**config.mk**
```make
export PLATFORM = sky130hd
export DESIGN_NAME = shared_fifo_push_ctrl
export DESIGN_NICKNAME = d
export VERILOG_FILES = /design/src/design/shared_fifo_pkg.sv /design/src/design/shared_fifo_push_ctrl.sv
export VERILOG_INCLUDE_DIRS = /design/src /design/src/design
export SDC_FILE = /design/constraint.sdc
export NUM_CORES = 1
export LEC_CHECK = 0
export ABC_AREA = 1
export BUFFER_PORTS_ARGS = -buffer_cell sky130_fd_sc_hd__buf_2
export CORE_UTILIZATION = 52
export DETAILED_ROUTE_END_ITERATION = 7
export PLACE_DENSITY = 0.81
export SETUP_SLACK_MARGIN = 0.02
export SLEW_MARGIN = 20
export SYNTH_ARGS = -nofsm -noshare
export SYNTH_HDL_FRONTEND = slang
export SYNTH_SLANG_ARGS = --single-unit
export TNS_END_PERCENT = 1
```
**constraint.sdc**
```tcl
create_clock -name clk -period 1.45 [get_ports clk]
set_input_delay 0.145 -clock clk [delete_from_list [all_inputs] [get_ports clk]]
set_output_delay 0.145 -clock clk [all_outputs]
set_load 0.05 [all_outputs]
```
**src/design/shared_fifo_macros.svh**
```systemverilog
/*
  Size settings for the shared multi-FIFO.
  Included by the package, every RTL module and the testbench files.
  Change the sizes here and rebuild, nothing else needs editing.
*/
`ifndef SHARED_FIFO_MACROS_SVH
`define SHARED_FIFO_MACROS_SVH

// Number of logical FIFOs sharing the RAM
`define SFIFO_NUM_FIFOS 4

// Entries in the shared RAM
`define SFIFO_DEPTH 16

// Payload width in bits
`define SFIFO_WIDTH 8

// Staging entries in front of each pop port
`define SFIFO_STAGING_DEPTH 2

`endif

```
**src/design/shared_fifo_pkg.sv**
```systemverilog
/*
  Shared types for the multi-FIFO.
  All widths derive from the size macros, so a module imports this
  package and includes the macros header to see both.
*/
`include "shared_fifo_macros.svh"

package shared_fifo_pkg;

  // Address into the shared RAM
  typedef logic [$clog2(`SFIFO_DEPTH)-1:0] addr_t;

  // Logical FIFO number
  typedef logic [$clog2(`SFIFO_NUM_FIFOS)-1:0] fifo_id_t;

  // One payload word
  typedef logic [`SFIFO_WIDTH-1:0] data_t;

  // Occupancy from 0 up to the full RAM depth
  typedef logic [$clog2(`SFIFO_DEPTH):0] count_t;

endpackage

```
**src/design/shared_fifo_push_ctrl.sv**
```systemverilog
/*
  Push side of the shared multi-FIFO.
  Checks the region configuration, holds one write pointer per FIFO
  and writes accepted items straight into the shared RAM.
  push_inc tells the owning pop controller that an entry was added.
*/
`timescale 1ns/10ps
`include "shared_fifo_macros.svh"

module shared_fifo_push_ctrl
  import shared_fifo_pkg::*;
(
  input  logic                                clk,
  input  logic                                rst,

  input  addr_t    [`SFIFO_NUM_FIFOS-1:0]     config_base,
  input  addr_t    [`SFIFO_NUM_FIFOS-1:0]     config_bound,
  output logic                                config_error,

  input  logic                                push_valid,
  input  data_t                               push_data,
  input  fifo_id_t                            push_fifo_id,
  output logic                                push_ready,

  input  logic     [`SFIFO_NUM_FIFOS-1:0]     fifo_full,
  output logic     [`SFIFO_NUM_FIFOS-1:0]     push_inc,

  output logic                                ram_wr_en,
  output addr_t                               ram_wr_addr,
  output data_t                               ram_wr_data
);

  localparam int NUM = `SFIFO_NUM_FIFOS;

  logic              cfg_bad;
  logic              accept_en;
  addr_t [NUM-1:0]   wr_ptr;

  // Regions must be non-empty and placed in ascending, disjoint order
  always_comb begin
    cfg_bad = 1'b0;
    for (int i = 0; i < NUM; i++) begin
      if (config_base[i] > config_bound[i]) begin
        cfg_bad = 1'b1;
      end
    end
    for (int i = 0; i < NUM - 1; i++) begin
      if (config_base[i+1] <= config_bound[i]) begin
        cfg_bad = 1'b1;
      end
    end
  end

  always_ff @(posedge clk) begin
    if (rst) begin
      config_error <= 1'b0;
      accept_en    <= 1'b0;
    end else begin
      config_error <= cfg_bad;
      accept_en    <= 1'b1;
    end
  end

  // Stays low through reset and the first edge out of it
  assign push_ready  = accept_en && !config_error && !fifo_full[push_fifo_id];

  assign ram_wr_en   = push_valid && push_ready;
  assign ram_wr_addr = wr_ptr[push_fifo_id];
  assign ram_wr_data = push_data;

  always_comb begin
    push_inc = '0;
    if (ram_wr_en) begin
      push_inc[push_fifo_id] = 1'b1;
    end
  end

  // Write pointers wrap from bound back to base of their own region
  always_ff @(posedge clk) begin
    if (rst) begin
      for (int i = 0; i < NUM; i++) begin
        wr_ptr[i] <= config_base[i];
      end
    end else begin
      for (int i = 0; i < NUM; i++) begin
        if (push_inc[i]) begin
          if (wr_ptr[i] == config_bound[i]) begin
            wr_ptr[i] <= config_base[i];
          end else begin
            wr_ptr[i] <= wr_ptr[i] + 1'b1;
          end
        end
      end
    end
  end

endmodule

```
==> impl_metrics.ini <==
[cts]
cts.reportedPaths.clkPinSlew_ns = 0.07
clock_sinks = 18
cts.path.max_buffers = 2
clk_latency_ns = 0.25
cts-root-buf = clkbuf_8
cts_buffers = 3
cts_tree = built
h-tree-depth = 1

[setup_path]
crit_start = wr_ptr[13]
crit_type = register to register
worstSetupStartpointType = register
r2r_slack_ns = -0.09
cp_slowest_stage_delay_ns = 0.50
cp_max_fo = 6
worstPathRequired_ns = 1.47
cp-endpoint = wr_ptr[15]
rr_worst_depth = 6
cp.arrival_ns = 1.56
timing.critical_path.mode_cell = nand2_1
r2r_start = wr_ptr[13]
crit_path_top_delay_cell = edfxtp_1
timing.rr.end = wr_ptr[15]
path_cells = xnor2_1 > nand4_1 > nand2_2 > nand2_1 > nand2_1 > inv_1
worstSetupEndpointType = register

[sta]
hold_viol = 0
rsz0062_at_grt = true
worstMarginPinSlew_ns = 0.373
worst_hold_slack_ns = 0.0752
drv_slew = 0
final-setup-viol-count = 5
max_clock_freq_mhz = 647
setup_ws_ns = -0.0946
fin_crit_ns = 1.54
skew_ns = 0.00355
maxSlewHeadroom_pct = 75.0
setup_tns_ns = -0.266
finalCritPeriodShare_pct = 107

[layout]
syn2layout_area_growth_pct = 31.6
finalNonFillerCells = 415
final_cell_mix = nand2_1 (66), inv_1 (52), buf_2 (41), ha_1 (32), buf_4 (31)
final_common_cell = nand2_1
antenna_cells = 0
drive_above_1_share_pct = 30.5
finish.utilization_pct = 74.2
nNetsFinal = 449

[floorplan]
coreArea_um2 = 3800
die_h_um = 66.2
start_util_pct = 56.4
rows = 22
io_pins = 68
die_x_um = 66.2
die-area_um2 = 4380

[logic_synthesis]
ys_seq_area_share_pct = 24.3
synth_seq_cells = 18
avgSynthCellArea_um2 = 7.33
synthArstFlopShare_pct = 0
synth_cells = 292
synth_cell_type_count = 26
synth_edf_count = 16
syn-num-nets = 373
yosysWarnings = 0
ys_dominant_reg_cell = edfxtp_1
netlist_area_um2 = 2140

[power]
cellInternalPower_mw = 1.27
swShare_pct = 36.1
p_comb_share_pct = 44.7
leakage_nw = 1.53
power.switching_mw = 0.715
pwr-share-clk_pct = 20.4
power.density_nw_per_um2 = 703
vdd_drop_max_v = 0.000459
p_seq_share_pct = 34.9

[grt]
grt_use_total_pct = 26.2
antenna_found_initial = 0
grt_max_degree = 11
grt_pass1_wl_um = 8740
grt_pass1_vias = 2053
grt.overflow.total = 0

[detailed_routing]
drt_first_iter_violations = 199
via_count = 2189
vias_per_cell = 5.27
routedWlPerCell_um = 14.3
drc = 0
ant_nets = 0
totalWireLength_um = 5910
drtPass1Iterations = 5

[placement]
io_buffers = 51
gp_congestion = 0.888
place_ws_ns = -0.0453
dp_hpwl_um = 4250
dpl.cell_count = 403

[job]
cap_violations = 0

[hold_path]
hold_class = input pin to register

[status]
violations = setup timing
status = finished with violations
[critical path, delay by kind of cell, from the launching register on]
kind          cells  cell delay (ns)
flops             1             0.50
xor+xnor          1             0.22
simple gates      4             0.55
buf+inv           1             0.03
[Yosys cell counts (4+ instances only)]
master / number / area share [%]
xor2_1: 4 / 1.6
ha_1: 32 / 19
edfxtp_1: 16 / 22
buf_4: 8 / 2.8
o21ai_0: 8 / 1.9
nand3_1: 31 / 7.2
xnor2_1: 20 / 8.2
nor2_1: 12 / 2.1
a22oi_1: 4 / 1.4
inv_1: 53 / 9.3
a21oi_1: 9 / 2.1
nand2_1: 70 / 12
nand4_1: 4 / 1.2
o21ai_2: 4 / 1.6
[power groups by stage]
stage                     combinational, mW  sequential, mW  clock [mW]
after global routing                  0.975           0.695       0.430
after floorplan                       0.556           0.700           0
after global placement                0.746           0.700           0
final                                 0.886           0.692       0.404
after CTS                             0.812           0.689       0.397
after detailed placement              0.770           0.701           0
[layer usage]
layer,global-route usage (%),vias to the layer above,share of wire (%)
met1,32.6,973,41
li1,-,1090,-
met3,2.24,16,7.1
met5,0,-,0
met2,46.8,110,49
met4,9.04,0,2.8
[worst min-delay path by stage]
stage | start | to | cells past startpoint
after floorplan | rst | config_error | 1
after global placement | push_data[3] | ram_wr_data[3] | 0
after detailed placement | push_data[3] | ram_wr_data[3] | 0
after CTS | rst | config_error | 2
after global routing | rst | config_error | 2
final | rst | config_error | 2
[area by class of cell]
class / count / area, um^2
Timing Repair Buffer: 82 / 551
Sequential cell: 18 / 520
Tap cell: 48 / 60.1
Fill cell: 271 / 981
Inverter: 57 / 216
Clock buffer: 4 / 55.1
Multi-Input combinational cell: 206 / 1420
[sequential cells by signal, summed over array words and instances (netlist names)]
signal and flops:
wr_ptr 16, config_error 1, accept_en 1
[per-stage QoR]
stage	instance area, um^2	total power, mW
floorplan	2170	1.26
global placement	2570	1.45
detailed placement	2570	1.47
CTS	2700	1.90
global route	2820	2.10
finish	2820	1.98
[repair_timing]
action,in CTS,in global routing
buffers inserted,3,5
hold buffers,0,0
setup endpoints to repair,9,20
endpoints found under the hold margin,0,0
pin swaps,1,6
resized for setup,16,19
[cells by family (layout without fill, tap and decap cells)]
group | Yosys count | after routing | synth area share [%]
simple gates | 123 | 123 | 25.5
buf+inv | 68 | 143 | 13.9
fa+ha+maj | 32 | 32 | 18.7
compound gates | 27 | 27 | 7.71
xor+xnor | 24 | 24 | 9.82
flops | 18 | 18 | 24.3
(Power assumes the default switching activity.)
