==> config.mk <==
export PLATFORM = sky130hd
export DESIGN_NAME = shared_fifo_ram
export DESIGN_NICKNAME = d
export VERILOG_FILES = /design/src/design/shared_fifo_pkg.sv /design/src/design/shared_fifo_ram.sv
export VERILOG_INCLUDE_DIRS = /design/src /design/src/design
export SDC_FILE = /design/constraint.sdc
export NUM_CORES = 1
export LEC_CHECK = 0
export BUFFER_PORTS_ARGS = -buffer_cell sky130_fd_sc_hd__buf_2
export CAP_MARGIN = 5
export CORE_AREA = 2 2 101 103
export CTS_BUF_LIST = sky130_fd_sc_hd__clkbuf_16
export DETAILED_ROUTE_END_ITERATION = 10
export DIE_AREA = 0 0 103 105
export GPL_ROUTABILITY_DRIVEN = 0
export PLACE_DENSITY_LB_ADDON = 0.12
export SLEW_MARGIN = 20
export SYNTH_ARGS = -nofsm -noshare
export SYNTH_HDL_FRONTEND = slang
export SYNTH_SLANG_ARGS = --single-unit
==> constraint.sdc <==
create_clock -name clk -period 2 [get_ports clk]
set_input_delay 0.2 -clock clk [delete_from_list [all_inputs] [get_ports clk]]
set_output_delay 0.2 -clock clk [all_outputs]
set_load 0.02 [all_outputs]
==> src/design/shared_fifo_macros.svh <==
/*
  Size settings for the shared multi-FIFO.
  Included by the package, every RTL module and the testbench files.
  Change the sizes here and rebuild, nothing else needs editing.
*/
`ifndef SHARED_FIFO_MACROS_SVH
`define SHARED_FIFO_MACROS_SVH

// Number of logical FIFOs sharing the RAM
`define SFIFO_NUM_FIFOS 4

// Entries in the shared RAM
`define SFIFO_DEPTH 16

// Payload width in bits
`define SFIFO_WIDTH 8

// Staging entries in front of each pop port
`define SFIFO_STAGING_DEPTH 2

`endif

==> src/design/shared_fifo_pkg.sv <==
/*
  Shared types for the multi-FIFO.
  All widths derive from the size macros, so a module imports this
  package and includes the macros header to see both.
*/
`include "shared_fifo_macros.svh"

package shared_fifo_pkg;

  // Address into the shared RAM
  typedef logic [$clog2(`SFIFO_DEPTH)-1:0] addr_t;

  // Logical FIFO number
  typedef logic [$clog2(`SFIFO_NUM_FIFOS)-1:0] fifo_id_t;

  // One payload word
  typedef logic [`SFIFO_WIDTH-1:0] data_t;

  // Occupancy from 0 up to the full RAM depth
  typedef logic [$clog2(`SFIFO_DEPTH):0] count_t;

endpackage

==> src/design/shared_fifo_ram.sv <==
/*
  Shared storage for all logical FIFOs.
  One write port and one read port with a registered output, so read
  data appears the cycle after ram_rd_en. A same-address write and read
  in one cycle returns the old contents.
*/
`timescale 1ns/10ps
`include "shared_fifo_macros.svh"

module shared_fifo_ram
  import shared_fifo_pkg::*;
(
  input  logic  clk,

  input  logic  ram_wr_en,
  input  addr_t ram_wr_addr,
  input  data_t ram_wr_data,

  input  logic  ram_rd_en,
  input  addr_t ram_rd_addr,
  output data_t ram_rd_data
);

  data_t mem [`SFIFO_DEPTH];

  always_ff @(posedge clk) begin
    if (ram_wr_en) begin
      mem[ram_wr_addr] <= ram_wr_data;
    end
  end

  // Output register holds its value when no read is issued
  always_ff @(posedge clk) begin
    if (ram_rd_en) begin
      ram_rd_data <= mem[ram_rd_addr];
    end
  end

endmodule

==> results of run 1 <==
final timing paths:
kind,end,from,depth (start not counted)
min reg2reg,ram_rd_data[1]$_DFFE_PP_,mem[13][1]$_DFFE_PP_,3
max reg2reg,ram_rd_data[5]$_DFFE_PP_,mem[1][5]$_DFFE_PP_,3
min,ram_rd_data[5]$_DFFE_PP_,ram_rd_en,1
max,ram_rd_data[5]$_DFFE_PP_,mem[1][5]$_DFFE_PP_,3
metrics by stage:
step                      setup WS (ps)  util, %  std cells
after floorplan                     307        -        229
after global placement              191     58.3        401
after detailed placement            146     58.3        401
after CTS                           418     64.7        433
after global routing                377     64.7        433
final                               421     64.7        433
routing by layer:
metal	vias to the layer above	GRT usage [%]	routed length, µm
met5	-	0	7
met4	2	6.48	156
met3	17	6.22	587
met2	77	27.7	4540
met1	1248	29.5	4210
li1	1098	-	-
Yosys cell counts:
| master | instances |
|---|---|
| sky130_fd_sc_hd__edfxtp_1 | 136 |
| sky130_fd_sc_hd__mux4_2 | 18 |
| sky130_fd_sc_hd__a22oi_1 | 16 |
| sky130_fd_sc_hd__mux4_1 | 14 |
| sky130_fd_sc_hd__nor2_1 | 13 |
| sky130_fd_sc_hd__nand2_1 | 9 |
| sky130_fd_sc_hd__nor3_1 | 4 |
| sky130_fd_sc_hd__buf_2 | 3 |
| sky130_fd_sc_hd__buf_6 | 3 |
| sky130_fd_sc_hd__clkdlybuf4s25_2 | 3 |
| sky130_fd_sc_hd__nand2b_1 | 2 |
| sky130_fd_sc_hd__nand3b_1 | 2 |
| sky130_fd_sc_hd__and2_1 | 1 |
| sky130_fd_sc_hd__and2b_1 | 1 |
| sky130_fd_sc_hd__buf_4 | 1 |
| sky130_fd_sc_hd__nand3_1 | 1 |
| sky130_fd_sc_hd__nor2b_1 | 1 |
| sky130_fd_sc_hd__or3b_2 | 1 |
registers in the layout, summed over array words and instances (netlist names):
signal	count
ram_rd_data	8
mem	128
power breakdown:
part / leakage (nW) / switching [mW] / internal (mW)
Sequential: 1.24 / 0.0147 / 3.21
Combinational: 0.598 / 0.179 / 0.128
Clock: 0.300 / 1.10 / 2.06
area by class of cell:
class	count	area [µm²]	area share (%)
clock inverters	15	186	2.99
repair buffers	49	315	5.06
clock buffers	17	425	6.82
multi-input cells	83	1060	17.0
well taps	133	166	2.67
flip-flops and latches	136	4080	65.5
kinds of logic (layout without fill, tap and decap cells):
group           Yosys count  after routing
compound gates           16             16
buf+inv                  10             81
flops                   136            136
mux                      32             32
simple gates             35             35
worst max-delay path, delay by kind of cell (launching register included):
| family | cells | cell delay (ps) |
|---|---|---|
| DFF | 1 | 390 |
| AOI/OAI and AO/OA | 1 | 290 |
| and+or+nand+nor | 1 | 100 |
| muxes | 1 | 550 |
==> reports/summary.json, run 1 <==
{
  "synthesis": {
    "synth_xor_xnor_area_share_pct": 0,
    "average_cell_area_after_synthesis_um2": 22.8,
    "synth_fa_ha_area_share_pct": 0,
    "synth.ff_latch_count": 136,
    "synthSimpleGateAreaFrac_pct": 3.14,
    "yosysTopAreaCellShare_pct": 78.1,
    "netlist_top_cells_area": "sky130_fd_sc_hd__edfxtp_1 78%, sky130_fd_sc_hd__mux4_2 7.8%, sky130_fd_sc_hd__mux4_1 7.0%",
    "syn_area_um2": 5230,
    "synth.lib_cells_used.distinct": 18,
    "synth.yosys.warnings": 0,
    "seq_area_frac_synth_pct": 78.1,
    "dominant_combinational_cell_family_by_area_after_synthesis": "multiplexers",
    "yosysTopAreaCell": "sky130_fd_sc_hd__edfxtp_1",
    "synth_cells": 229,
    "synth.mux.area_fraction_pct": 14.8,
    "synth_compound_gate_area_share_pct": 2.30,
    "postSynthNetCount": 248
  },
  "sta": {
    "grt_setup_unrepaired": "no",
    "finalCriticalPeriod_ps": 1580,
    "worst_slew_margin_rel_pct": 75.0,
    "worst-slew-pin-transition_ps": 375,
    "timing.hold.ws_ps": 149,
    "timing.clock.skew_ps": 4.98,
    "number_of_failing_hold_endpoints_at_the_final_stage": 0,
    "timing_max_transition_violations_final": 0,
    "setup_viol": 0,
    "finalSetupTns_ps": 0,
    "max_freq_ghz": 0.633,
    "layout_worst_path_cycle_share_pct": 78.9
  },
  "detailed_routing": {
    "ant_nets": 0,
    "routed_wl_um": 9500,
    "drcViolationCount": 0,
    "avgRoutedWirePerCell_um": 21.9,
    "detailedRoute.firstPassIterationCount": 4,
    "post_drt_via_cell_ratio": 5.64,
    "drt_first_iter_violations": 139,
    "via_count": 2442
  },
  "clocking": {
    "ctsHoldBuffers": 0,
    "clk-insertion-delay-late_ps": 410,
    "cts_root_buffer": "sky130_fd_sc_hd__clkbuf_16",
    "clk_path_buf_depth": 2,
    "clk_pin_slew_worst_paths_ps": 60,
    "post_cts_sizing_count": 0,
    "cts_sinks": 136,
    "clock_tree_from_tritoncts": "built",
    "cts-buffers-inserted": 17,
    "postCtsSetupRepairBufs": 0,
    "htree_levels": 4
  },
  "pwr": {
    "vdd.ir_drop.worst_v": 0.000761,
    "total_power_mw": 6.69,
    "cellLeakagePower_nw": 2.13,
    "power_density_nw_per_um2": 1070
  },
  "setup_path": {
    "crit_type": "flip-flop to flip-flop",
    "critPathRequiredTime_ps": 2150,
    "timing.critical_path.arrival_ps": 1730,
    "slowest_delay_ps": 550,
    "worstPathMaxFanout": 1,
    "critPathLaunchType": "flip-flop",
    "critical_path.slowest_cell": "sky130_fd_sc_hd__mux4_1",
    "endpoint_kind": "flip-flop",
    "crit_chain": "mux4_1, a22oi_1, nand2_1",
    "ff2ff_setup_slack_ps": 420
  },
  "die": {
    "core_region_area_um2": 9640,
    "start_util_pct": 54.2,
    "die_outline_width_um": 103,
    "die_h_um": 105,
    "die_area_um2": 10800,
    "floorplan.io_pins": 27,
    "placementRows": 36
  },
  "finish": {
    "num-nets-final": 306,
    "layout.cells.most_common": "sky130_fd_sc_hd__edfxtp_1",
    "flow.area_growth_from_synthesis_pct": 19.3,
    "final_cell_mix": "136 x sky130_fd_sc_hd__edfxtp_1, 26 x sky130_fd_sc_hd__buf_2, 22 x sky130_fd_sc_hd__buf_4",
    "layout-drive-gt1-share_pct": 32.0,
    "final.fill_count": 682,
    "post-route-cell-area_um2": 6230,
    "num_antenna_cells": 0
  },
  "outcome": {
    "result_of_the_run": "complete, no violations"
  },
  "place": {
    "placed_cell_area_um2": 5620,
    "place.port_buffers": 26,
    "place_hpwl_um": 6040
  },
  "global_routing": {
    "grt_antenna_before_repair": 1,
    "grt_overflow": 0,
    "grt_pass1_vias": 2486,
    "grt_max_degree": 19,
    "global_route.usage.total_pct": 19.6,
    "first_pass_grt_wire_length_um": 14600
  },
  "run": {
    "maxCapViolCount": 0
  },
  "min_path": {
    "min_path_type": "primary input to flip-flop"
  }
}
No activity file was read; power rests on OpenSTA's default activity.
==> run 2: changes to the inputs <==
Clock period 2 ns to 1.5 ns, I/O delays scaled along.
==> run 2 against run 1 <==
Compared with the run above: register-to-register slack worse by 370 ps; core utilization rose by 0.62 points; setup slack lost 370 ps; maximum frequency rose by 9.1%; sequential share of layout area down 0.62 points; combinational power up 40%; critical path type unchanged; largest cell class unchanged.
==> reports/summary.json, run 2 (synthesis gave the netlist of run 1 again) <==
{
  "outcome": {
    "result_of_the_run": "complete, no violations"
  },
  "clocking": {
    "cts_root_buffer": "sky130_fd_sc_hd__clkbuf_16",
    "ctsHoldBuffers": 0,
    "cts-buffers-inserted": 17,
    "cts_sinks": 136,
    "clock_tree_from_tritoncts": "built",
    "clk_pin_slew_worst_paths_ps": 50,
    "clk-insertion-delay-late_ps": 400,
    "clk_path_buf_depth": 2,
    "htree_levels": 4
  },
  "detailed_routing": {
    "ant_nets": 0,
    "via_count": 2506,
    "drcViolationCount": 0,
    "drt_first_iter_violations": 233,
    "post_drt_via_cell_ratio": 5.75,
    "routed_wl_um": 9960,
    "avgRoutedWirePerCell_um": 22.8,
    "detailedRoute.firstPassIterationCount": 4
  },
  "sta": {
    "worst-slew-pin-transition_ps": 824,
    "setup_viol": 0,
    "timing_max_transition_violations_final": 0,
    "worst_slew_margin_rel_pct": 44.9,
    "finalSetupTns_ps": 0,
    "timing.clock.skew_ps": 4.93,
    "max_freq_ghz": 0.691,
    "number_of_failing_hold_endpoints_at_the_final_stage": 0,
    "layout_worst_path_cycle_share_pct": 96.4,
    "grt_setup_unrepaired": "no",
    "finalCriticalPeriod_ps": 1450
  },
  "die": {
    "die_area_um2": 10800,
    "floorplan.io_pins": 27,
    "placementRows": 36,
    "start_util_pct": 54.2,
    "core_region_area_um2": 9640,
    "die_h_um": 105,
    "die_outline_width_um": 103
  },
  "pwr": {
    "total_power_mw": 8.95,
    "internal_power_mw": 7.22,
    "pwr-share-comb_pct": 4.8,
    "power.share.sequential_pct": 48.2,
    "share_clk_of_total_power_pct": 47.0,
    "power_density_nw_per_um2": 1420,
    "switching_share_pct": 19.4,
    "total_switching_power_mw": 1.73,
    "vdd.ir_drop.worst_v": 0.000726,
    "cellLeakagePower_nw": 2.15
  },
  "place": {
    "place.port_buffers": 26,
    "place_hpwl_um": 6450
  },
  "finish": {
    "final_cell_mix": "136 x sky130_fd_sc_hd__edfxtp_1, 26 x sky130_fd_sc_hd__buf_2, 25 x sky130_fd_sc_hd__buf_4",
    "num-nets-final": 310,
    "reg_top3": "mem x128, ram_rd_data x8",
    "layout.cells.most_common": "sky130_fd_sc_hd__edfxtp_1",
    "flow.area_growth_from_synthesis_pct": 20.4,
    "layout-drive-gt1-share_pct": 35.3,
    "max_flop_register": "mem",
    "largest_register_ffs": 128,
    "num_antenna_cells": 0,
    "utilization_pct": 65.3
  },
  "global_routing": {
    "global_route.usage.total_pct": 20.4,
    "grt_max_degree": 20,
    "grt_pass1_vias": 2606,
    "first_pass_grt_wire_length_um": 15300,
    "grt_antenna_before_repair": 0,
    "grt_overflow": 0
  },
  "setup_path": {
    "crit_type": "flip-flop to flip-flop",
    "critPathRequiredTime_ps": 1650,
    "timing.critical_path.arrival_ps": 1600,
    "endpoint_kind": "flip-flop",
    "worstPathMaxFanout": 1,
    "critPathLaunchType": "flip-flop"
  },
  "run": {
    "maxCapViolCount": 0
  },
  "min_path": {
    "min_path_type": "primary input to flip-flop"
  }
}
## run 2: metal layers
layer  up-vias  global-route usage (%)  wire length [µm]  part of all wire, %
met3        13                    5.48               467                  4.7
met1      1315                    28.5              4290                   43
met4         0                    7.33               117                  1.2
met5         -                       0                 0                    0
li1       1103                       -                 -                    -
met2        75                    31.2              5080                   51
## run 2: power by group through the flow
stage	Clock [mW]	Combinational (mW)	Sequential (mW)
floorplan	0	0.216	4.40
global placement	0	0.413	4.38
detailed placement	0	0.423	4.39
CTS	4.26	0.429	4.31
global route	4.44	0.467	4.31
finish	4.21	0.430	4.31
## run 2: repair_timing
action,in CTS,in global routing
gates resized for setup,1,4
pin swaps,0,1
gates cloned,0,0
endpoints found under the hold margin,0,0
setup endpoints to repair,1,2
setup buffers,0,0
## run 2: cell type report
cell class	instances	area, µm²
Clock buffer	17	425
Clock inverter	14	183
Fill cell	649	3340
Multi-Input combinational cell	83	1080
Sequential cell	136	4080
Tap cell	133	166
Timing Repair Buffer	53	358
## run 2: worst paths after layout
kind         slack, ps  cells after the start                       end            startpoint
max                 50                      3  ram_rd_data[5]$_DFFE_PP_   mem[2][5]$_DFFE_PP_
min                120                      1  ram_rd_data[1]$_DFFE_PP_             ram_rd_en
max reg2reg         50                      3  ram_rd_data[5]$_DFFE_PP_   mem[2][5]$_DFFE_PP_
min reg2reg        770                      3  ram_rd_data[7]$_DFFE_PP_  mem[14][7]$_DFFE_PP_
## run 2: worst max-delay path, stage by stage, from the launching register on
cell	delay, ps
sky130_fd_sc_hd__edfxtp_1	390
sky130_fd_sc_hd__mux4_1	520
sky130_fd_sc_hd__a22oi_2	200
sky130_fd_sc_hd__nand2_1	90
## run 2: stage by stage
step | hold slack (ps) | std cells | setup slack, ps | area, µm²
finish | 122 | 436 | 53.4 | 6290
global route | 102 | 436 | 0.982 | 6290
CTS | 107 | 436 | 15.9 | 6280
detailed placement | 532 | 405 | -270 | 5670
global placement | 527 | 405 | -214 | 5670
floorplan | 249 | 229 | 67.6 | 5230
