--- src/design/shared_fifo_macros.svh ---
/*
  Size settings for the shared multi-FIFO.
  Included by the package, every RTL module and the testbench files.
  Change the sizes here and rebuild, nothing else needs editing.
*/
`ifndef SHARED_FIFO_MACROS_SVH
`define SHARED_FIFO_MACROS_SVH

// Number of logical FIFOs sharing the RAM
`define SFIFO_NUM_FIFOS 4

// Entries in the shared RAM
`define SFIFO_DEPTH 16

// Payload width in bits
`define SFIFO_WIDTH 8

// Staging entries in front of each pop port
`define SFIFO_STAGING_DEPTH 2

`endif

--- src/design/shared_fifo_pkg.sv ---
/*
  Shared types for the multi-FIFO.
  All widths derive from the size macros, so a module imports this
  package and includes the macros header to see both.
*/
`include "shared_fifo_macros.svh"

package shared_fifo_pkg;

  // Address into the shared RAM
  typedef logic [$clog2(`SFIFO_DEPTH)-1:0] addr_t;

  // Logical FIFO number
  typedef logic [$clog2(`SFIFO_NUM_FIFOS)-1:0] fifo_id_t;

  // One payload word
  typedef logic [`SFIFO_WIDTH-1:0] data_t;

  // Occupancy from 0 up to the full RAM depth
  typedef logic [$clog2(`SFIFO_DEPTH):0] count_t;

endpackage

--- src/design/shared_fifo_pop_ctrl.sv ---
/*
  Pop side of one logical FIFO.
  Tracks how many entries of this FIFO sit in the shared RAM, requests
  reads through the arbiter and keeps a small staging buffer in front
  of the pop port. One instance per FIFO, built in a generate loop.
*/
`timescale 1ns/10ps
`include "shared_fifo_macros.svh"

module shared_fifo_pop_ctrl
  import shared_fifo_pkg::*;
(
  input  logic  clk,
  input  logic  rst,

  input  addr_t cfg_base,
  input  addr_t cfg_bound,

  input  logic  push_inc,
  output logic  fifo_full,

  output logic  rd_req,
  output addr_t rd_addr,
  input  logic  rd_grant,
  input  logic  rd_data_valid,
  input  data_t rd_data,

  input  logic  pop_ready,
  output logic  pop_valid,
  output data_t pop_data,
  output logic  pop_empty
);

  localparam int STG     = `SFIFO_STAGING_DEPTH;
  localparam int STG_PW  = (STG > 1) ? $clog2(STG) : 1;
  localparam int STG_CW  = $clog2(STG + 1);

  count_t              ram_count;
  count_t              capacity;
  addr_t               rd_ptr;

  data_t               stg_mem [STG];
  logic [STG_PW-1:0]   stg_wr_ptr;
  logic [STG_PW-1:0]   stg_rd_ptr;
  logic [STG_CW-1:0]   stg_count;
  logic [STG_CW-1:0]   inflight;
  logic                pop_xfer;

  assign capacity  = count_t'({1'b0, cfg_bound}) - count_t'({1'b0, cfg_base}) + 1'b1;
  assign fifo_full = (ram_count == capacity);

  // Only ask for data that is sure to find room in staging
  assign rd_req  = (ram_count != '0) && ((int'(stg_count) + int'(inflight)) < STG);
  assign rd_addr = rd_ptr;

  assign pop_xfer  = pop_valid && pop_ready;
  assign pop_valid = (stg_count != '0);
  assign pop_data  = stg_mem[stg_rd_ptr];
  // An item in flight from the RAM still counts as content
  assign pop_empty = (ram_count == '0) && (stg_count == '0) && (inflight == '0);

  always_ff @(posedge clk) begin
    if (rst) begin
      ram_count <= '0;
      rd_ptr    <= cfg_base;
    end else begin
      case ({push_inc, rd_grant})
        2'b10:   ram_count <= ram_count + 1'b1;
        2'b01:   ram_count <= ram_count - 1'b1;
        default: ram_count <= ram_count;
      endcase
      if (rd_grant) begin
        rd_ptr <= (rd_ptr == cfg_bound) ? cfg_base : rd_ptr + 1'b1;
      end
    end
  end

  // Reads granted but not yet returned
  always_ff @(posedge clk) begin
    if (rst) begin
      inflight <= '0;
    end else begin
      case ({rd_grant, rd_data_valid})
        2'b10:   inflight <= inflight + 1'b1;
        2'b01:   inflight <= inflight - 1'b1;
        default: inflight <= inflight;
      endcase
    end
  end

  always_ff @(posedge clk) begin
    if (rst) begin
      stg_wr_ptr <= '0;
      stg_rd_ptr <= '0;
      stg_count  <= '0;
    end else begin
      if (rd_data_valid) begin
        stg_wr_ptr <= (int'(stg_wr_ptr) == STG - 1) ? '0 : stg_wr_ptr + 1'b1;
      end
      if (pop_xfer) begin
        stg_rd_ptr <= (int'(stg_rd_ptr) == STG - 1) ? '0 : stg_rd_ptr + 1'b1;
      end
      case ({rd_data_valid, pop_xfer})
        2'b10:   stg_count <= stg_count + 1'b1;
        2'b01:   stg_count <= stg_count - 1'b1;
        default: stg_count <= stg_count;
      endcase
    end
  end

  always_ff @(posedge clk) begin
    if (rd_data_valid) begin
      stg_mem[stg_wr_ptr] <= rd_data;
    end
  end

endmodule

--- config.mk ---
export PLATFORM = sky130hd
export DESIGN_NAME = shared_fifo_pop_ctrl
export DESIGN_NICKNAME = d
export VERILOG_FILES = /design/src/design/shared_fifo_pkg.sv /design/src/design/shared_fifo_pop_ctrl.sv
export VERILOG_INCLUDE_DIRS = /design/src /design/src/design
export SDC_FILE = /design/constraint.sdc
export NUM_CORES = 1
export LEC_CHECK = 0
export BUFFER_PORTS_ARGS = -buffer_cell sky130_fd_sc_hd__buf_2
export CORE_UTILIZATION = 56
export CTS_BUF_LIST = sky130_fd_sc_hd__clkbuf_8
export DETAILED_ROUTE_END_ITERATION = 6
export PLACE_DENSITY = 0.86
export SLEW_MARGIN = 0
export SYNTH_ARGS = -nofsm -noshare
export SYNTH_HDL_FRONTEND = slang
export SYNTH_SLANG_ARGS = --single-unit
--- constraint.sdc ---
create_clock -name clk -period 2.4 [get_ports clk]
set_input_delay 0.48 -clock clk [delete_from_list [all_inputs] [get_ports clk]]
set_output_delay 0.48 -clock clk [all_outputs]
set_load 0.02 [all_outputs]
==> results.yml, run 1 <==
yosys:
  yosysUniqueCellTypes: 27
  ys_seq_elements: 32
  synthArstFlopShare: 0
  synth-seq-area-share: 0.492
  synth_top_area_cell: "edfxtp_1"
  netlist.area_leader.share: 0.351
  synth-main-ff-cell: "edfxtp_1"
  synthTopCellsByCount: "edfxtp_1, xnor2_1, ha_1"
  syn_nets: 186
  synth_area_um2: 1710
  synth.avg_cell_area_um2: 11.6
  yosys_warnings: 0
  synth_cells: 147
  synth.most_common_cell: "edfxtp_1"
  synth_area_leaders: "edfxtp_1, dfxtp_1, ha_1"
  synth_edf_count: 20
clocking:
  numCtsBuffers: 5
  htreeDepth: 2
  ctsHoldBuffers: 0
  clock-sinks: 32
  clockRootBuffer: "clkbuf_8"
  cts_tree: "yes"
  clk_latency_ns: 0.29
  clockBufferDepth: 2
  path_clk_slew_ns: 0.07
routing:
  drt_iter0_drc: 37
  drt_wl_total_mm: 3.76
  wirelength_met1_mm: 1.45
  wl_met2_mm: 2.03
  drc: 2
  antenna_left: 0
  post_drt_via_cell_ratio: 5.62
  vias: 1270
  dr.pass1.iters: 6
  top_layer_used: "met4"
  dr_wl_met3_um: 166
  avgRoutedWirePerCell_um: 16.6
timing:
  rsz0062_at_grt: "yes"
  setup_viol: 1
  post-route-period-util: 1.08
  skew_ns: 0.00649
  setup_tns_ns: -0.195
  slew_violations: 0
  fin_crit_ns: 2.59
  final_hold_viol_count: 0
  max_slew_margin: 0.540
  tightest_slew_ns: 0.688
  fmax_mhz: 385
  fin_ws_ns: -0.195
global_routing:
  gr-total-overflow: 0
  grt_pass1_wl_mm: 6.12
  antenna_found_initial: 0
  grt_max_degree: 17
  grt_pass1_vias: 1299
  track_usage: 0.259
setup_path:
  crit_type: "in2out"
  worstSetupStartpointType: "input port"
  crit_required_ns: 1.92
  cp.arrival_ns: 2.11
  cp-end-kind: "output pin"
  cp_max_fo: 2
final_layout:
  multiInputGateArea_um2: 882
  ff_latch_area_um2: 841
  final_nets: 233
  diodes: 0
  area_delta_synth_final_pct: 27.1
  drive_gt1_frac: 0.379
  fill_cells: 181
placement:
  gp_congestion: 0.778
  io_buffers: 37
  place_ws_ns: -0.272
  detailed_place_hpwl_mm: 2.68
min_path:
  hp-class: "in2reg"
floorplanning:
  core_area_um2: 2830
  dieArea_um2: 3280
  dieHeight_um: 57.3
  die_w_um: 57.3
  std_cell_rows: 19
  start_util: 0.605
  pin_count: 38
pwr:
  pwr_density_cell_nw_per_um2: 877
  p_leak_nw: 0.932
  finalPower_mw: 1.91
  ir_drop_v: 0.000582
flow_run:
  drv_cap: 0
status:
  outcome: "finished, violations left"
  violations: "DRC, setup timing"
stage by stage:
stage | cell area (um2) | utilization | hold WS (ns) | std cells
floorplan | 1720 | - | 0.460 | 147
global placement | 1970 | 0.697 | 0.483 | 217
detailed placement | 1970 | 0.697 | 0.497 | 217
CTS | 2140 | 0.757 | 0.374 | 225
global route | 2170 | 0.768 | 0.367 | 226
finish | 2170 | 0.768 | 0.379 | 226
cell families (layout without fill, tap and decap cells):
group                    count (synthesis)  count (layout)  share of synthesized area
flip-flops                              32              32                      0.492
adder cells (fa/ha/maj)                 17              17                      0.138
buffers and inverters                   15              63                     0.0336
AND/OR/NAND/NOR                         34              34                     0.0966
AO/OA/AOI/OAI                           17              17                     0.0622
XOR/XNOR                                21              21                      0.108
multiplexers                            11              11                     0.0710
layer usage:
layer | vias to the layer above | GRT usage
met5 | - | 0
met4 | 0 | 0.0941
met3 | 11 | 0.0612
met2 | 43 | 0.486
met1 | 608 | 0.284
li1 | 608 | -
sequential cells by signal, summed over array words and instances (netlist names), named ones only:
register	cells
stg_mem	16
stg_rd_ptr	1
rd_addr	4
inflight	2
ram_count	5
stg_count	2
stg_wr_ptr	1
worst paths after layout:
kind | start | cells after the start | slack (ns) | endpoint
worst min register to register | stg_count[1] | 2 | 0.51 | stg_count[1]
worst min-delay path | rd_data[5] | 1 | 0.38 | stg_mem[1][5]
worst max register to register | stg_count[0] | 5 | 0.61 | stg_count[1]
worst max-delay path | cfg_bound[1] | 10 | -0.19 | fifo_full
where the power goes:
| group | internal [mW] | total, mW | switching, mW |
|---|---|---|---|
| registers | 0.667 | 0.753 | 0.0859 |
| logic | 0.295 | 0.645 | 0.350 |
| clock network | 0.307 | 0.508 | 0.202 |
| total | 1.27 | 1.91 | 0.637 |
final cells by class:
class / count / share of cell area
Multi-Input combinational cell: 100 / 0.406
Sequential cell: 32 / 0.387
Timing Repair Buffer: 43 / 0.116
Clock buffer: 5 / 0.0317
Inverter: 12 / 0.0219
Clock inverter: 3 / 0.0196
Tap cell: 31 / 0.0178
layout by cell type (no fill, tap or decap), types with 4 or more instances in the layout:
master	instances
nand2_1	5
dfxtp_1	12
xor2_1	4
buf_4	6
nor2_1	12
buf_2	34
xnor2_1	14
a21oi_1	7
edfxtp_1	20
clkbuf_8	5
inv_1	10
mux2_2	9
o21ai_0	4
ha_1	12
repair_timing:
action / 4_1_cts / 5_1_grt
endpoints found under the setup margin: 1 / 1
gates resized for setup: 12 / 4
gates cloned: 0 / 0
pin swaps: 4 / 5
setup buffers: 0 / 1
worst max-delay path, cell delays in order:
cell,delay (ns)
buf_8,0.08
inv_4,0.03
ha_4,0.24
inv_2,0.04
ha_4,0.16
fa_2,0.39
xnor2_2,0.21
xnor2_1,0.14
nor3_4,0.20
buf_6,0.14
No activity file was read; power rests on OpenSTA's default activity.
==> inputs of run 2 (changes only) <==
--- a/config.mk
+++ b/config.mk
@@ -7,10 +7,11 @@
 export NUM_CORES = 1
 export LEC_CHECK = 0
 export BUFFER_PORTS_ARGS = -buffer_cell sky130_fd_sc_hd__buf_2
-export CORE_UTILIZATION = 56
+export CORE_UTILIZATION = 36
 export CTS_BUF_LIST = sky130_fd_sc_hd__clkbuf_8
 export DETAILED_ROUTE_END_ITERATION = 6
-export PLACE_DENSITY = 0.86
+export MAX_ROUTING_LAYER = met4
+export PLACE_DENSITY = 0.61
 export SLEW_MARGIN = 0
 export SYNTH_ARGS = -nofsm -noshare
 export SYNTH_HDL_FRONTEND = slang
==> run 2 against run 1 <==
  * The run ends with setup timing left
  * Sequential cell count stayed put
  * Clock skew is 0.0011 ns lower
  * Power is 1.5% lower
  * Clock-buffer cell count stayed put
  * Setup slack better by 0.047 ns
  * Cell count is 8.8% higher
  * First-iteration DRC count is 68% higher
  * Cell area is 0.58% higher
  * Wire length is 11% lower
  * Global-route usage is 11 points lower
  * Core utilization is 28 points lower
  * Critical path type unchanged
  * Largest power group unchanged
  * Highest routed layer unchanged
==> results.yml, run 2 (synthesized netlist as in run 1, its figures left out) <==
final_layout:
  drive_gt1_frac: 0.366
  area_delta_synth_final_pct: 27.8
  final_nets: 232
  layout_commonest_cell: "buf_2"
  diodes: 0
  final_cell_mix: "buf_2, edfxtp_1, xnor2_1"
  fin_area_um2: 2190
  fill_cells: 394
  top_register: "stg_mem"
  largest_register_ffs: 16
timing:
  fin_ws_ns: -0.148
  tightest_slew_ns: 0.692
  final_hold_viol_count: 0
  fin_crit_ns: 2.55
  fmax_mhz: 392
  rsz0062_at_grt: "yes"
  max_slew_margin: 0.537
  post-route-period-util: 1.06
  slew_violations: 0
  setup_viol: 1
  skew_ns: 0.00542
min_path:
  min_path_cells: 1
  hp-start: "rd_data[4]"
  hp-class: "in2reg"
  hold_path_end: "stg_mem[1][4]"
setup_path:
  cp.arrival_ns: 2.07
  worstSetupStartpointType: "input port"
  r2r-end: "stg_count[1]"
  startpoint: "cfg_base[1]"
  cp_max_fo: 2
  crit_required_ns: 1.92
  reg2reg_slack_ns: 0.58
  worst_r2r_path_depth: 5
  cp-end-kind: "output pin"
  r2r_start: "stg_count[0]"
  crit_type: "in2out"
clocking:
  ctsHoldBuffers: 0
  clockBufferDepth: 2
  clock-sinks: 32
  clk_latency_ns: 0.28
  path_clk_slew_ns: 0.07
  numCtsBuffers: 5
  htreeDepth: 2
  cts_tree: "yes"
  clockRootBuffer: "clkbuf_8"
flow_run:
  drv_cap: 0
status:
  outcome: "finished, violations left"
  violations: "setup timing"
pwr:
  pwr_density_cell_nw_per_um2: 859
  finalPower_mw: 1.88
  ir_drop_v: 0.000496
  p_leak_nw: 0.914
routing:
  drt_wl_total_mm: 3.35
  avgRoutedWirePerCell_um: 13.6
  antenna_left: 0
  dr.pass1.iters: 6
  drt_iter0_drc: 62
  post_drt_via_cell_ratio: 4.90
  vias: 1206
  drc: 0
floorplanning:
  dieArea_um2: 5030
  die_w_um: 70.9
  core_area_um2: 4470
  std_cell_rows: 24
  pin_count: 38
  dieHeight_um: 70.9
  start_util: 0.382
placement:
  gp_congestion: 0.842
  detailed_place_hpwl_mm: 2.52
  io_buffers: 37
  place_area_um2: 1990
global_routing:
  gr-total-overflow: 0
  track_usage: 0.150
  antenna_found_initial: 0
  grt_pass1_wl_mm: 5.46
  grt_pass1_vias: 1180
  grt_max_degree: 17
run 2: cell count changes in the layout (fill, tap and decap cells not counted):
cell / before / now
xnor2_2: 3 / 1
a21oi_1: 7 / 8
buf_4: 6 / 5
a21oi_2: 1 / 0
ha_1: 12 / 11
ha_4: 2 / 3
xnor2_1: 14 / 16
run 2: critical path, cell delays in order:
cell and delay, ns:
buf_6 0.10, ha_4 0.25, inv_2 0.04, ha_4 0.15, fa_2 0.54, xnor2_2 0.12
nand3_2 0.11, nor3_4 0.13, buf_6 0.13
run 2: area by class of cell:
cell class | instances | area, um2 | share of cell area
Timing Repair Buffer | 42 | 245 | 0.112
Multi-Input combinational cell | 100 | 876 | 0.401
Tap cell | 52 | 65.1 | 0.0298
Inverter | 12 | 47.5 | 0.0218
Clock inverter | 3 | 42.5 | 0.0195
Sequential cell | 32 | 841 | 0.385
Clock buffer | 5 | 68.8 | 0.0315
run 2: worst max-delay path by stage:
stage	endpoint	slack [ns]
6_report	fifo_full	-0.15
4_1_cts	fifo_full	-0.18
3_3_place_gp	fifo_full	-0.18
2_1_floorplan	fifo_full	0.002
5_1_grt	fifo_full	-0.19
3_5_place_dp	fifo_full	-0.23
run 2: timing repair:
action	in CTS	in global routing
setup endpoints to repair	1	1
resized for setup	12	3
gates cloned	0	0
setup buffers	1	0
pin swaps	6	1
run 2: per-stage QoR:
stage               worst slack (ns)  setup TNS [ns]  hold WS [ns]  cells   util
floorplan                    0.00174               0         0.460    147      -
finish                        -0.148          -0.148         0.387    246  0.489
CTS                           -0.182          -0.182         0.377    246  0.483
global placement              -0.184          -0.184         0.482    237  0.445
global route                  -0.190          -0.190         0.372    246  0.489
detailed placement            -0.234          -0.234         0.512    237  0.445
run 2: report_power, final:
group          switching (mW)  internal (mW)  total, mW
clock                   0.201          0.307      0.508
sequential             0.0868          0.666      0.753
combinational           0.328          0.289      0.617
total                   0.616           1.26       1.88
run 2: metal layers:
| layer | GRT usage | up-vias | part of all wire |
|---|---|---|---|
| met4 | 0.0822 | 0 | 0.017 |
| met5 | - | - | 0 |
| met1 | 0.171 | 570 | 0.44 |
| li1 | - | 602 | - |
| met3 | 0.0385 | 7 | 0.035 |
| met2 | 0.240 | 27 | 0.51 |
